## config.mk

```make
export PLATFORM = sky130hd
export DESIGN_NAME = late_exec_top
export DESIGN_NICKNAME = d
export VERILOG_FILES = /design/src/mips_pkg.sv /design/src/writeback_if.sv /design/src/alu.sv /design/src/delay_fu.sv /design/src/hilo_cp0_regs.sv /design/src/late_exec_top.sv /design/src/reg_file.sv
export SDC_FILE = /design/constraint.sdc
export NUM_CORES = 2
export LEC_CHECK = 0
export ABC_AREA = 1
export BUFFER_PORTS_ARGS = -buffer_cell sky130_fd_sc_hd__buf_2
export CAP_MARGIN = 5
export CORE_ASPECT_RATIO = 0.75
export CORE_MARGIN = 5
export CORE_UTILIZATION = 45
export DETAILED_ROUTE_END_ITERATION = 7
export HOLD_SLACK_MARGIN = 0.02
export MAX_ROUTING_LAYER = met4
export PLACE_DENSITY = 0.72
export SLEW_MARGIN = 40
export SYNTH_ARGS = -nofsm -noshare
export SYNTH_HDL_FRONTEND = slang
export SYNTH_SLANG_ARGS = --single-unit
```

## constraint.sdc

```tcl
create_clock -name clk -period 9.15 [get_ports clk]
set_input_delay 0.4575 -clock clk [delete_from_list [all_inputs] [get_ports clk]]
set_output_delay 0.4575 -clock clk [all_outputs]
set_load 0.03 [all_outputs]
```

## src/mips_pkg.sv

```systemverilog
`default_nettype none

package mips_pkg;

    typedef logic [31:0] word_t;
    typedef logic [4:0]  reg_addr_t;

    // Operations handled by the late-execute unit.
    typedef enum logic [4:0] {
        OP_ADD,
        OP_ADDU,
        OP_SUB,
        OP_SUBU,
        OP_AND,
        OP_OR,
        OP_XOR,
        OP_NOR,
        OP_SLT,
        OP_SLTU,
        OP_SLL,
        OP_SRL,
        OP_SRA,
        OP_ADDI,
        OP_ADDIU,
        OP_ORI,
        OP_LUI,
        OP_MOVZ,
        OP_MOVN,
        OP_MFHI,
        OP_MFLO,
        OP_MTHI,
        OP_MTLO,
        OP_MFC0,
        OP_MTC0,
        OP_LINK
    } decoded_op_t;

    typedef enum logic [3:0] {
        ALU_ADD, ALU_SUB,
        ALU_AND, ALU_OR, ALU_XOR, ALU_NOR,
        ALU_SLT, ALU_SLTU,
        ALU_SLL, ALU_SRL, ALU_SRA,
        ALU_LUI,
        ALU_PASSA, ALU_PASSB // Route one operand straight to the result.
    } alufunc_t;

    typedef enum logic {
        REGB,
        IMM
    } alusrc_t;

    // One instruction as handed over by the issuer.
    typedef struct packed {
        decoded_op_t op;
        reg_addr_t   srcrega;      // Also the CP0 index for MFC0 and MTC0.
        reg_addr_t   srcregb;
        reg_addr_t   destreg;
        logic [4:0]  shamt;
        word_t       extended_imm;
        word_t       srca;         // Bypassed value, valid when readya is set.
        logic        readya;
        word_t       srcb;
        logic        readyb;
        word_t       pcplus4;
    } exec_data_t;

    // Index width of a CP0 bank with the given number of registers.
    function automatic int cp0_addr_bits(input int regs);
        return (regs > 1) ? $clog2(regs) : 1;
    endfunction

endpackage

`default_nettype wire

```

## src/writeback_if.sv

```systemverilog
`timescale 1ns/1ps
`default_nettype none

interface writeback_if;
    import mips_pkg::*;

    logic      reg_we;
    reg_addr_t reg_addr;
    word_t     reg_data;
    logic      hi_we;
    word_t     hi_data;
    logic      lo_we;
    word_t     lo_data;
    logic      cp0_we;
    reg_addr_t cp0_addr; // Full index; the CP0 bank uses the low bits.
    word_t     cp0_data;

    modport commit (
        output reg_we, reg_addr, reg_data,
        output hi_we, hi_data, lo_we, lo_data,
        output cp0_we, cp0_addr, cp0_data
    );

    modport regs (input reg_we, reg_addr, reg_data);

    modport hilo (
        input hi_we, hi_data, lo_we, lo_data,
        input cp0_we, cp0_addr, cp0_data
    );

endinterface

`default_nettype wire

```

## src/alu.sv

```systemverilog
`timescale 1ns/1ps
`default_nettype none

module alu (
    input  mips_pkg::word_t    a,
    input  mips_pkg::word_t    b,
    input  mips_pkg::alufunc_t func,
    output mips_pkg::word_t    result,
    output logic               overflow
);
    import mips_pkg::*;

    word_t sum;
    word_t diff;
    logic  add_ovf;
    logic  sub_ovf;

    assign sum  = a + b;
    assign diff = a - b;

    // Signed overflow: operands of equal sign giving a result of the other sign.
    assign add_ovf = (a[31] == b[31]) && (sum[31] != a[31]);
    // Subtraction flips the sign test on b.
    assign sub_ovf = (a[31] != b[31]) && (diff[31] != a[31]);

    always_comb
    begin
        result = '0;
        case (func)
            ALU_ADD:   result = sum;
            ALU_SUB:   result = diff;
            ALU_AND:   result = a & b;
            ALU_OR:    result = a | b;
            ALU_XOR:   result = a ^ b;
            ALU_NOR:   result = ~(a | b);
            ALU_SLT:   result = {31'b0, $signed(a) < $signed(b)};
            ALU_SLTU:  result = {31'b0, a < b};
            ALU_SLL:   result = b << a[4:0];        // Shift amount arrives on a.
            ALU_SRL:   result = b >> a[4:0];
            ALU_SRA:   result = $signed(b) >>> a[4:0];
            ALU_LUI:   result = {b[15:0], 16'b0};
            ALU_PASSA: result = a;
            ALU_PASSB: result = b;
            default:   result = '0;
        endcase
    end

    // Only the trapping add and subtract report overflow.
    always_comb
    begin
        case (func)
            ALU_ADD: overflow = add_ovf;
            ALU_SUB: overflow = sub_ovf;
            default: overflow = 1'b0;
        endcase
    end

endmodule

`default_nettype wire

```

## src/delay_fu.sv

```systemverilog
`timescale 1ns/1ps
`default_nettype none

module delay_fu #(
    parameter int CP0_REGS = 8
) (
    input  logic                                            issue_valid,
    input  mips_pkg::exec_data_t                            issue,
    output mips_pkg::reg_addr_t                             rega_addr,
    output mips_pkg::reg_addr_t                             regb_addr,
    input  mips_pkg::word_t                                 rega_data,
    input  mips_pkg::word_t                                 regb_data,
    input  mips_pkg::word_t                                 hi_data,
    input  mips_pkg::word_t                                 lo_data,
    input  mips_pkg::word_t                                 cp0_data,
    output logic [mips_pkg::cp0_addr_bits(CP0_REGS)-1:0]    cp0_addr,
    output logic                                            wb_valid,
    output logic                                            reg_we,
    output mips_pkg::reg_addr_t                             reg_dest,
    output mips_pkg::word_t                                 result,
    output logic                                            hi_we,
    output logic                                            lo_we,
    output logic                                            cp0_we,
    output mips_pkg::word_t                                 cp0_wdata,
    output logic                                            overflow
);
    import mips_pkg::*;

    localparam int CP0_AW = cp0_addr_bits(CP0_REGS);

    alufunc_t func;
    alusrc_t  alusrc;
    logic     shamt_valid;
    logic     hitoreg;
    logic     lotoreg;
    logic     cp0toreg;
    logic     regwrite;
    logic     hiwrite;
    logic     lowrite;
    logic     cp0write;
    logic     ovf_check;
    logic     link;
    word_t    srca;
    word_t    srcb;
    word_t    alu_a;
    word_t    alu_b;
    word_t    alu_result;
    word_t    pcplus8;
    logic     alu_overflow;
    logic     write_cond;

    // Control table: ALU function, operand-B source and write enables per op.
    always_comb
    begin
        func        = ALU_PASSA;
        alusrc      = REGB;
        shamt_valid = 1'b0;
        hitoreg     = 1'b0;
        lotoreg     = 1'b0;
        cp0toreg    = 1'b0;
        regwrite    = 1'b0;
        hiwrite     = 1'b0;
        lowrite     = 1'b0;
        cp0write    = 1'b0;
        ovf_check   = 1'b0;
        link        = 1'b0;
        case (issue.op)
            OP_ADD:   begin func = ALU_ADD;  regwrite = 1'b1; ovf_check = 1'b1; end
            OP_ADDU:  begin func = ALU_ADD;  regwrite = 1'b1; end
            OP_SUB:   begin func = ALU_SUB;  regwrite = 1'b1; ovf_check = 1'b1; end
            OP_SUBU:  begin func = ALU_SUB;  regwrite = 1'b1; end
            OP_AND:   begin func = ALU_AND;  regwrite = 1'b1; end
            OP_OR:    begin func = ALU_OR;   regwrite = 1'b1; end
            OP_XOR:   begin func = ALU_XOR;  regwrite = 1'b1; end
            OP_NOR:   begin func = ALU_NOR;  regwrite = 1'b1; end
            OP_SLT:   begin func = ALU_SLT;  regwrite = 1'b1; end
            OP_SLTU:  begin func = ALU_SLTU; regwrite = 1'b1; end
            OP_SLL:   begin func = ALU_SLL;  regwrite = 1'b1; shamt_valid = 1'b1; end
            OP_SRL:   begin func = ALU_SRL;  regwrite = 1'b1; shamt_valid = 1'b1; end
            OP_SRA:   begin func = ALU_SRA;  regwrite = 1'b1; shamt_valid = 1'b1; end
            OP_ADDI:  begin func = ALU_ADD;  alusrc = IMM; regwrite = 1'b1; ovf_check = 1'b1; end
            OP_ADDIU: begin func = ALU_ADD;  alusrc = IMM; regwrite = 1'b1; end
            OP_ORI:   begin func = ALU_OR;   alusrc = IMM; regwrite = 1'b1; end
            OP_LUI:   begin func = ALU_LUI;  alusrc = IMM; regwrite = 1'b1; end
            OP_MOVZ,
            OP_MOVN:  func = ALU_PASSA;      // Write decided below from operand B.
            OP_MFHI:  begin hitoreg = 1'b1;  regwrite = 1'b1; end
            OP_MFLO:  begin func = ALU_PASSB; lotoreg = 1'b1; regwrite = 1'b1; end
            OP_MTHI:  hiwrite = 1'b1;
            OP_MTLO:  lowrite = 1'b1;
            OP_MFC0:  begin cp0toreg = 1'b1; regwrite = 1'b1; end
            OP_MTC0:  begin func = ALU_PASSB; cp0write = 1'b1; end
            OP_LINK:  begin regwrite = 1'b1; link = 1'b1; end
            default:  func = ALU_PASSA;
        endcase
    end

    assign rega_addr = issue.srcrega;
    assign regb_addr = issue.srcregb;
    assign cp0_addr  = issue.srcrega[CP0_AW-1:0];

    // Late operand resolution; a bypassed value wins over any stored one.
    assign srca = (issue.readya) ? (issue.srca) : (
                  (hitoreg)      ? (hi_data)    : (
                  (cp0toreg)     ? (cp0_data)   : (rega_data)));
    assign srcb = (issue.readyb) ? (issue.srcb) : (
                  (lotoreg)      ? (lo_data)    : (regb_data));

    assign alu_a = (shamt_valid)     ? ({27'b0, issue.shamt}) : (srca);
    assign alu_b = (alusrc == REGB)  ? (srcb)                 : (issue.extended_imm);

    alu i_alu (
        .a        (alu_a),
        .b        (alu_b),
        .func     (func),
        .result   (alu_result),
        .overflow (alu_overflow)
    );

    assign pcplus8 = issue.pcplus4 + 32'd4;

    // Conditional moves test operand B.
    assign write_cond = (issue.op == OP_MOVZ) ? (alu_b == '0) : (
                        (issue.op == OP_MOVN) ? (alu_b != '0) : (regwrite));

    assign wb_valid  = issue_valid;
    assign overflow  = issue_valid && ovf_check && alu_overflow;
    assign reg_we    = issue_valid && write_cond && !overflow && (issue.destreg != '0);
    assign reg_dest  = issue.destreg;
    assign result    = (link) ? (pcplus8) : (alu_result);
    assign hi_we     = issue_valid && hiwrite;
    assign lo_we     = issue_valid && lowrite;
    assign cp0_we    = issue_valid && cp0write;
    assign cp0_wdata = alu_b;

endmodule

`default_nettype wire

```

## src/hilo_cp0_regs.sv

```systemverilog
`timescale 1ns/1ps
`default_nettype none

module hilo_cp0_regs #(
    parameter int CP0_REGS = 8
) (
    input  logic                                         clk,
    input  logic                                         reset,
    writeback_if.hilo                                    wb,
    input  logic [mips_pkg::cp0_addr_bits(CP0_REGS)-1:0] cp0_addr,
    output mips_pkg::word_t                              hi_data,
    output mips_pkg::word_t                              lo_data,
    output mips_pkg::word_t                              cp0_data
);
    import mips_pkg::*;

    localparam int CP0_AW = cp0_addr_bits(CP0_REGS);

    word_t hi_q;
    word_t lo_q;
    word_t cp0_bank [CP0_REGS];

    always_ff @(posedge clk)
    begin
        if (reset)
        begin
            hi_q <= '0;
            lo_q <= '0;
            for (int i = 0; i < CP0_REGS; i++)
            begin
                cp0_bank[i] <= '0;
            end
        end
        else
        begin
            if (wb.hi_we)
                hi_q <= wb.hi_data;
            if (wb.lo_we)
                lo_q <= wb.lo_data;
            if (wb.cp0_we && (int'(wb.cp0_addr[CP0_AW-1:0]) < CP0_REGS))
                cp0_bank[wb.cp0_addr[CP0_AW-1:0]] <= wb.cp0_data; // Index wraps on low bits.
        end
    end

    assign hi_data = hi_q;
    assign lo_data = lo_q;

    // A single-entry bank still has a one-bit index, so guard the upper half.
    assign cp0_data = (int'(cp0_addr) < CP0_REGS) ? cp0_bank[cp0_addr] : '0;

endmodule

`default_nettype wire

```

## src/late_exec_top.sv

```systemverilog
`timescale 1ns/1ps
`default_nettype none

module late_exec_top #(
    parameter int CP0_REGS = 8
) (
    input  logic                   clk,
    input  logic                   reset,
    input  logic                   in_valid,
    input  mips_pkg::decoded_op_t  in_op,
    input  mips_pkg::reg_addr_t    in_srcrega,
    input  mips_pkg::reg_addr_t    in_srcregb,
    input  mips_pkg::reg_addr_t    in_destreg,
    input  logic [4:0]             in_shamt,
    input  mips_pkg::word_t        in_imm,
    input  mips_pkg::word_t        in_srca,
    input  logic                   in_readya,
    input  mips_pkg::word_t        in_srcb,
    input  logic                   in_readyb,
    input  mips_pkg::word_t        in_pcplus4,
    output logic                   out_valid,
    output logic                   out_we,
    output mips_pkg::reg_addr_t    out_dest,
    output mips_pkg::word_t        out_result,
    output logic                   out_overflow
);
    import mips_pkg::*;

    localparam int CP0_AW = cp0_addr_bits(CP0_REGS);

    logic              issue_valid;
    exec_data_t        issue_q;
    reg_addr_t         rega_addr;
    reg_addr_t         regb_addr;
    word_t             rega_data;
    word_t             regb_data;
    word_t             hi_data;
    word_t             lo_data;
    word_t             cp0_data;
    logic [CP0_AW-1:0] cp0_addr;
    logic              fu_valid;
    logic              fu_reg_we;
    reg_addr_t         fu_dest;
    word_t             fu_result;
    logic              fu_hi_we;
    logic              fu_lo_we;
    logic              fu_cp0_we;
    word_t             fu_cp0_wdata;
    logic              fu_overflow;

    writeback_if wb_bus ();

    // Issue register.
    always_ff @(posedge clk)
    begin
        if (reset)
            issue_valid <= 1'b0;
        else
            issue_valid <= in_valid;
        issue_q.op           <= in_op;
        issue_q.srcrega      <= in_srcrega;
        issue_q.srcregb      <= in_srcregb;
        issue_q.destreg      <= in_destreg;
        issue_q.shamt        <= in_shamt;
        issue_q.extended_imm <= in_imm;
        issue_q.srca         <= in_srca;
        issue_q.readya       <= in_readya;
        issue_q.srcb         <= in_srcb;
        issue_q.readyb       <= in_readyb;
        issue_q.pcplus4      <= in_pcplus4;
    end

    reg_file i_reg_file (
        .clk       (clk),
        .reset     (reset),
        .wb        (wb_bus.regs),
        .rega_addr (rega_addr),
        .regb_addr (regb_addr),
        .rega_data (rega_data),
        .regb_data (regb_data)
    );

    hilo_cp0_regs #(.CP0_REGS(CP0_REGS)) i_hilo_cp0_regs (
        .clk      (clk),
        .reset    (reset),
        .wb       (wb_bus.hilo),
        .cp0_addr (cp0_addr),
        .hi_data  (hi_data),
        .lo_data  (lo_data),
        .cp0_data (cp0_data)
    );

    delay_fu #(.CP0_REGS(CP0_REGS)) i_delay_fu (
        .issue_valid (issue_valid),
        .issue       (issue_q),
        .rega_addr   (rega_addr),
        .regb_addr   (regb_addr),
        .rega_data   (rega_data),
        .regb_data   (regb_data),
        .hi_data     (hi_data),
        .lo_data     (lo_data),
        .cp0_data    (cp0_data),
        .cp0_addr    (cp0_addr),
        .wb_valid    (fu_valid),
        .reg_we      (fu_reg_we),
        .reg_dest    (fu_dest),
        .result      (fu_result),
        .hi_we       (fu_hi_we),
        .lo_we       (fu_lo_we),
        .cp0_we      (fu_cp0_we),
        .cp0_wdata   (fu_cp0_wdata),
        .overflow    (fu_overflow)
    );

    // Commit register for the out ports.
    always_ff @(posedge clk)
    begin
        if (reset)
        begin
            out_valid    <= 1'b0;
            out_we       <= 1'b0;
            out_overflow <= 1'b0;
        end
        else
        begin
            out_valid    <= fu_valid;
            out_we       <= fu_reg_we;
            out_overflow <= fu_overflow;
        end
        out_dest   <= fu_dest;
        out_result <= fu_result;
    end

    // The storage blocks take these on the same edge as the commit register.
    assign wb_bus.reg_we   = fu_reg_we;
    assign wb_bus.reg_addr = fu_dest;
    assign wb_bus.reg_data = fu_result;
    assign wb_bus.hi_we    = fu_hi_we;
    assign wb_bus.hi_data  = fu_result;      // MTHI and MTLO pass operand A through.
    assign wb_bus.lo_we    = fu_lo_we;
    assign wb_bus.lo_data  = fu_result;
    assign wb_bus.cp0_we   = fu_cp0_we;
    assign wb_bus.cp0_addr = issue_q.srcrega;
    assign wb_bus.cp0_data = fu_cp0_wdata;

endmodule

`default_nettype wire

```

## src/reg_file.sv

```systemverilog
`timescale 1ns/1ps
`default_nettype none

module reg_file (
    input  logic                clk,
    input  logic                reset,
    writeback_if.regs           wb,
    input  mips_pkg::reg_addr_t rega_addr,
    input  mips_pkg::reg_addr_t regb_addr,
    output mips_pkg::word_t     rega_data,
    output mips_pkg::word_t     regb_data
);
    import mips_pkg::*;

    word_t regs [32];

    always_ff @(posedge clk)
    begin
        if (reset)
        begin
            for (int i = 0; i < 32; i++)
            begin
                regs[i] <= '0;
            end
        end
        else if (wb.reg_we && (wb.reg_addr != '0))
        begin
            regs[wb.reg_addr] <= wb.reg_data; // Register 0 is never written.
        end
    end

    // Asynchronous reads.
    assign rega_data = (rega_addr == '0) ? '0 : regs[rega_addr];
    assign regb_data = (regb_addr == '0) ? '0 : regs[regb_addr];

endmodule

`default_nettype wire

```

==> flow_summary.yaml <==
sta:
  skew_ps: 54.55
  fin_crit_ps: 8411
  drv_slew: 0
  fin_crit_sh_pct: 91.92
  fin_tns_setup_ps: 0
  setup_violations: 0
  hold_violations: 0
  relSlewSlack_pct: 33.19
  fmax_ghz: 0.1189
  rsz0062_at_grt: "false"
  worst_pin_slew_ps: 1002
clock_tree:
  numCtsBuffers: 157
  worst_skew_pair.late_latency_ps: 850
  post_cts.repair.setup_buffers: 0
  path_clk_slew_ps: 70
  cts_num_sinks: 1540
  clockBufferDepth: 3
  cts_tree: "yes"
  root_buffer: "clkbuf_16"
  htree_levels: 4
floorplanning:
  core.rowCount: 138
  initial_core_util_pct: 45.38
  dieArea_mm2: 0.1996
  die_w_um: 514.2
  core_area_mm2: 0.1891
  pin_count: 198
  die_h_um: 388.1
critical_path:
  worstSetupPathType: "register to register"
  crit_path_top_delay_cell: "ha_1"
  path_max_fanout: 76
  required_ps: 9700
  critPathMaxStageDelay_ps: 840
  crit_top_cell: "nand2_1"
  cp.arrival_ps: 8960
  end_kind: "register"
  critPathLaunchType: "register"
synth:
  seq_area_frac_synth_pct: 50.87
  syn_inst: 10630
  synth_cell_types: 64
  synth_area_leaders: "edfxtp_1 45%, nand2_1 10%, nor2_1 8.6%"
  synthFlopType: "edfxtp_1"
  synth_edf_count: 1280
  yosys_register_bits: 1540
  syn_area_mm2: 0.08579
  netlist.area_leader.share_pct: 44.80
  synth_commonest_cells: "2,325 x nand2_1, 1,959 x nor2_1, 1,280 x edfxtp_1"
  avgSynthCellArea_um2: 8.072
  synth_area_leader_cell: "edfxtp_1"
  yosysMostFrequentCell: "nand2_1"
  async_flop_share_pct: 0
  yosysWarnings: 0
drt:
  wirelength_um: 402900
  drt_iter0_drc: 16010
  dr.pass1.iters: 7
  drc_errors: 0
  wl_per_cell_um: 29.84
  ant_nets: 0
  vias: 85090
  avgViaCountPerCell: 6.301
global_routing:
  grt_max_degree: 162
  grt_pass1_wl_um: 566200
  grt_usage_pct: 40.10
  antenna_found_initial: 27
  first_global_vias: 77570
  globalRouteOverflowTotal: 0
placed_design:
  dp_hpwl_um: 281400
  io_buffer_count: 197
  place.gp.congestion: 1.148
  place_inst: 13030
power_and_ir_drop:
  powerDensity_mw_per_mm2: 195.5
  leakage_nw: 41.24
  irDropWorstVdd_mv: 0.1728
job:
  max_cap_viol_count: 0
finish:
  fin_nets: 11090
  finalNonFillerCells: 13500
  drive_gt1_share_pct: 10.43
  fillCellCount: 17330
  area_delta_synth_final_pct: 14.45
run_status:
  status: "completed"
hold_path:
  hold_path_class: "input port to register"
state kept, by name, indices dropped and copies added (netlist names):
signal and cells:
issue_valid 1, out_valid 1, wb_bus.cp0_addr 5, i_hilo_cp0_regs.lo_data 32, out_dest 5, out_overflow 1, i_hilo_cp0_regs.hi_data 32, out_result 32
i_hilo_cp0_regs.cp0_bank 256, out_we 1, i_reg_file.regs 1024, issue_q 145, i_delay_fu.regb_addr 5
path summary, 6_finish.rpt:
path	startpoint	to	slack, ps	depth (start not counted)
setup reg to reg	i_delay_fu.regb_addr[0]$_DFF_P_	i_reg_file.regs[25][28]$_SDFFCE_PN0P_	740	31
setup / recovery	i_delay_fu.regb_addr[0]$_DFF_P_	i_reg_file.regs[25][28]$_SDFFCE_PN0P_	740	31
hold reg to reg	i_hilo_cp0_regs.lo_data[6]$_SDFFE_PP0P_	i_hilo_cp0_regs.lo_data[6]$_SDFFE_PP0P_	550	4
hold / removal	reset	i_hilo_cp0_regs.hi_data[19]$_SDFFE_PP0P_	110	4
layout by cell type (no fill, tap or decap), types with 103 or more instances in the layout:
cell type	instances
clkbuf_16	160
nand3_1	932
inv_1	872
nand2_1	2284
o21ai_1	103
ha_1	103
a221oi_1	120
buf_4	326
dlygate4sd3_1	157
o22ai_1	149
edfxtp_1	1280
o211ai_1	160
buf_12	123
o21ai_0	507
a21oi_1	424
buf_2	198
dfxtp_1	251
nor2_1	1951
critical path, delay by kind of cell, from the launching register on:
family,cells,cell delay (ps)
adder cells (fa/ha/maj),1,840
flip-flops,1,540
buffers and inverters,5,1730
AND/OR/NAND/NOR,20,3540
AO/OA/AOI/OAI,5,1330
routing by layer:
metal,vias to the layer above,global-route usage [%],routed length [µm]
met2,7798,50.94,153200
li1,36030,-,-
met1,40080,56.06,153900
met5,-,-,0
met4,0,16.32,20590
met3,1180,16.10,75270
stage by stage:
| step | cell area (µm²) | setup WS [ps] | hold WS (ps) | util (%) | total power [mW] |
|---|---|---|---|---|---|
| detailed placement | 91380 | 1454 | 524.1 | 48.33 | 12.44 |
| finish | 98190 | 739.1 | 107.7 | 51.93 | 19.19 |
| floorplan | 85910 | 3027 | 376.9 | - | 10.40 |
| CTS | 98090 | 1424 | 66.05 | 51.88 | 18.92 |
| global placement | 91290 | 1445 | 522.0 | 48.28 | 12.42 |
| global route | 98180 | 761.5 | 113.3 | 51.93 | 19.64 |
area by class of cell:
cell class / instances / area, µm² / area share (%)
Tap cell: 2520 / 3153 / 3.211
Multi-Input combinational cell: 7377 / 35090 / 35.74
Antenna cell: 23 / 57.56 / 0.05862
Timing Repair Buffer: 806 / 7508 / 7.647
Sequential cell: 1540 / 43660 / 44.47
Inverter: 945 / 3577 / 3.643
Clock inverter: 82 / 845.8 / 0.8614
Clock buffer: 210 / 4294 / 4.373
timing repair:
action	in CTS	in global routing
hold endpoints to repair	156	0
resized for setup	0	0
hold buffers	157	0
report_power, final:
part           total, mW  internal [mW]  switching, mW  leakage (nW)
logic               4.63           1.11           3.52          23.3
clock network       6.56           3.58           2.98          2.50
registers           8.01           7.85          0.158          15.5
cell families after synthesis:
group | after synthesis | synth area share (%)
xor+xnor | 3 | 0.03063
buf+inv | 1743 | 8.691
compound gates | 1718 | 12.12
other cells | 1 | 0.004371
fa+ha+maj | 105 | 1.549
flops | 1540 | 50.87
simple gates | 5519 | 26.74
No activity file was read; power rests on OpenSTA's default activity.
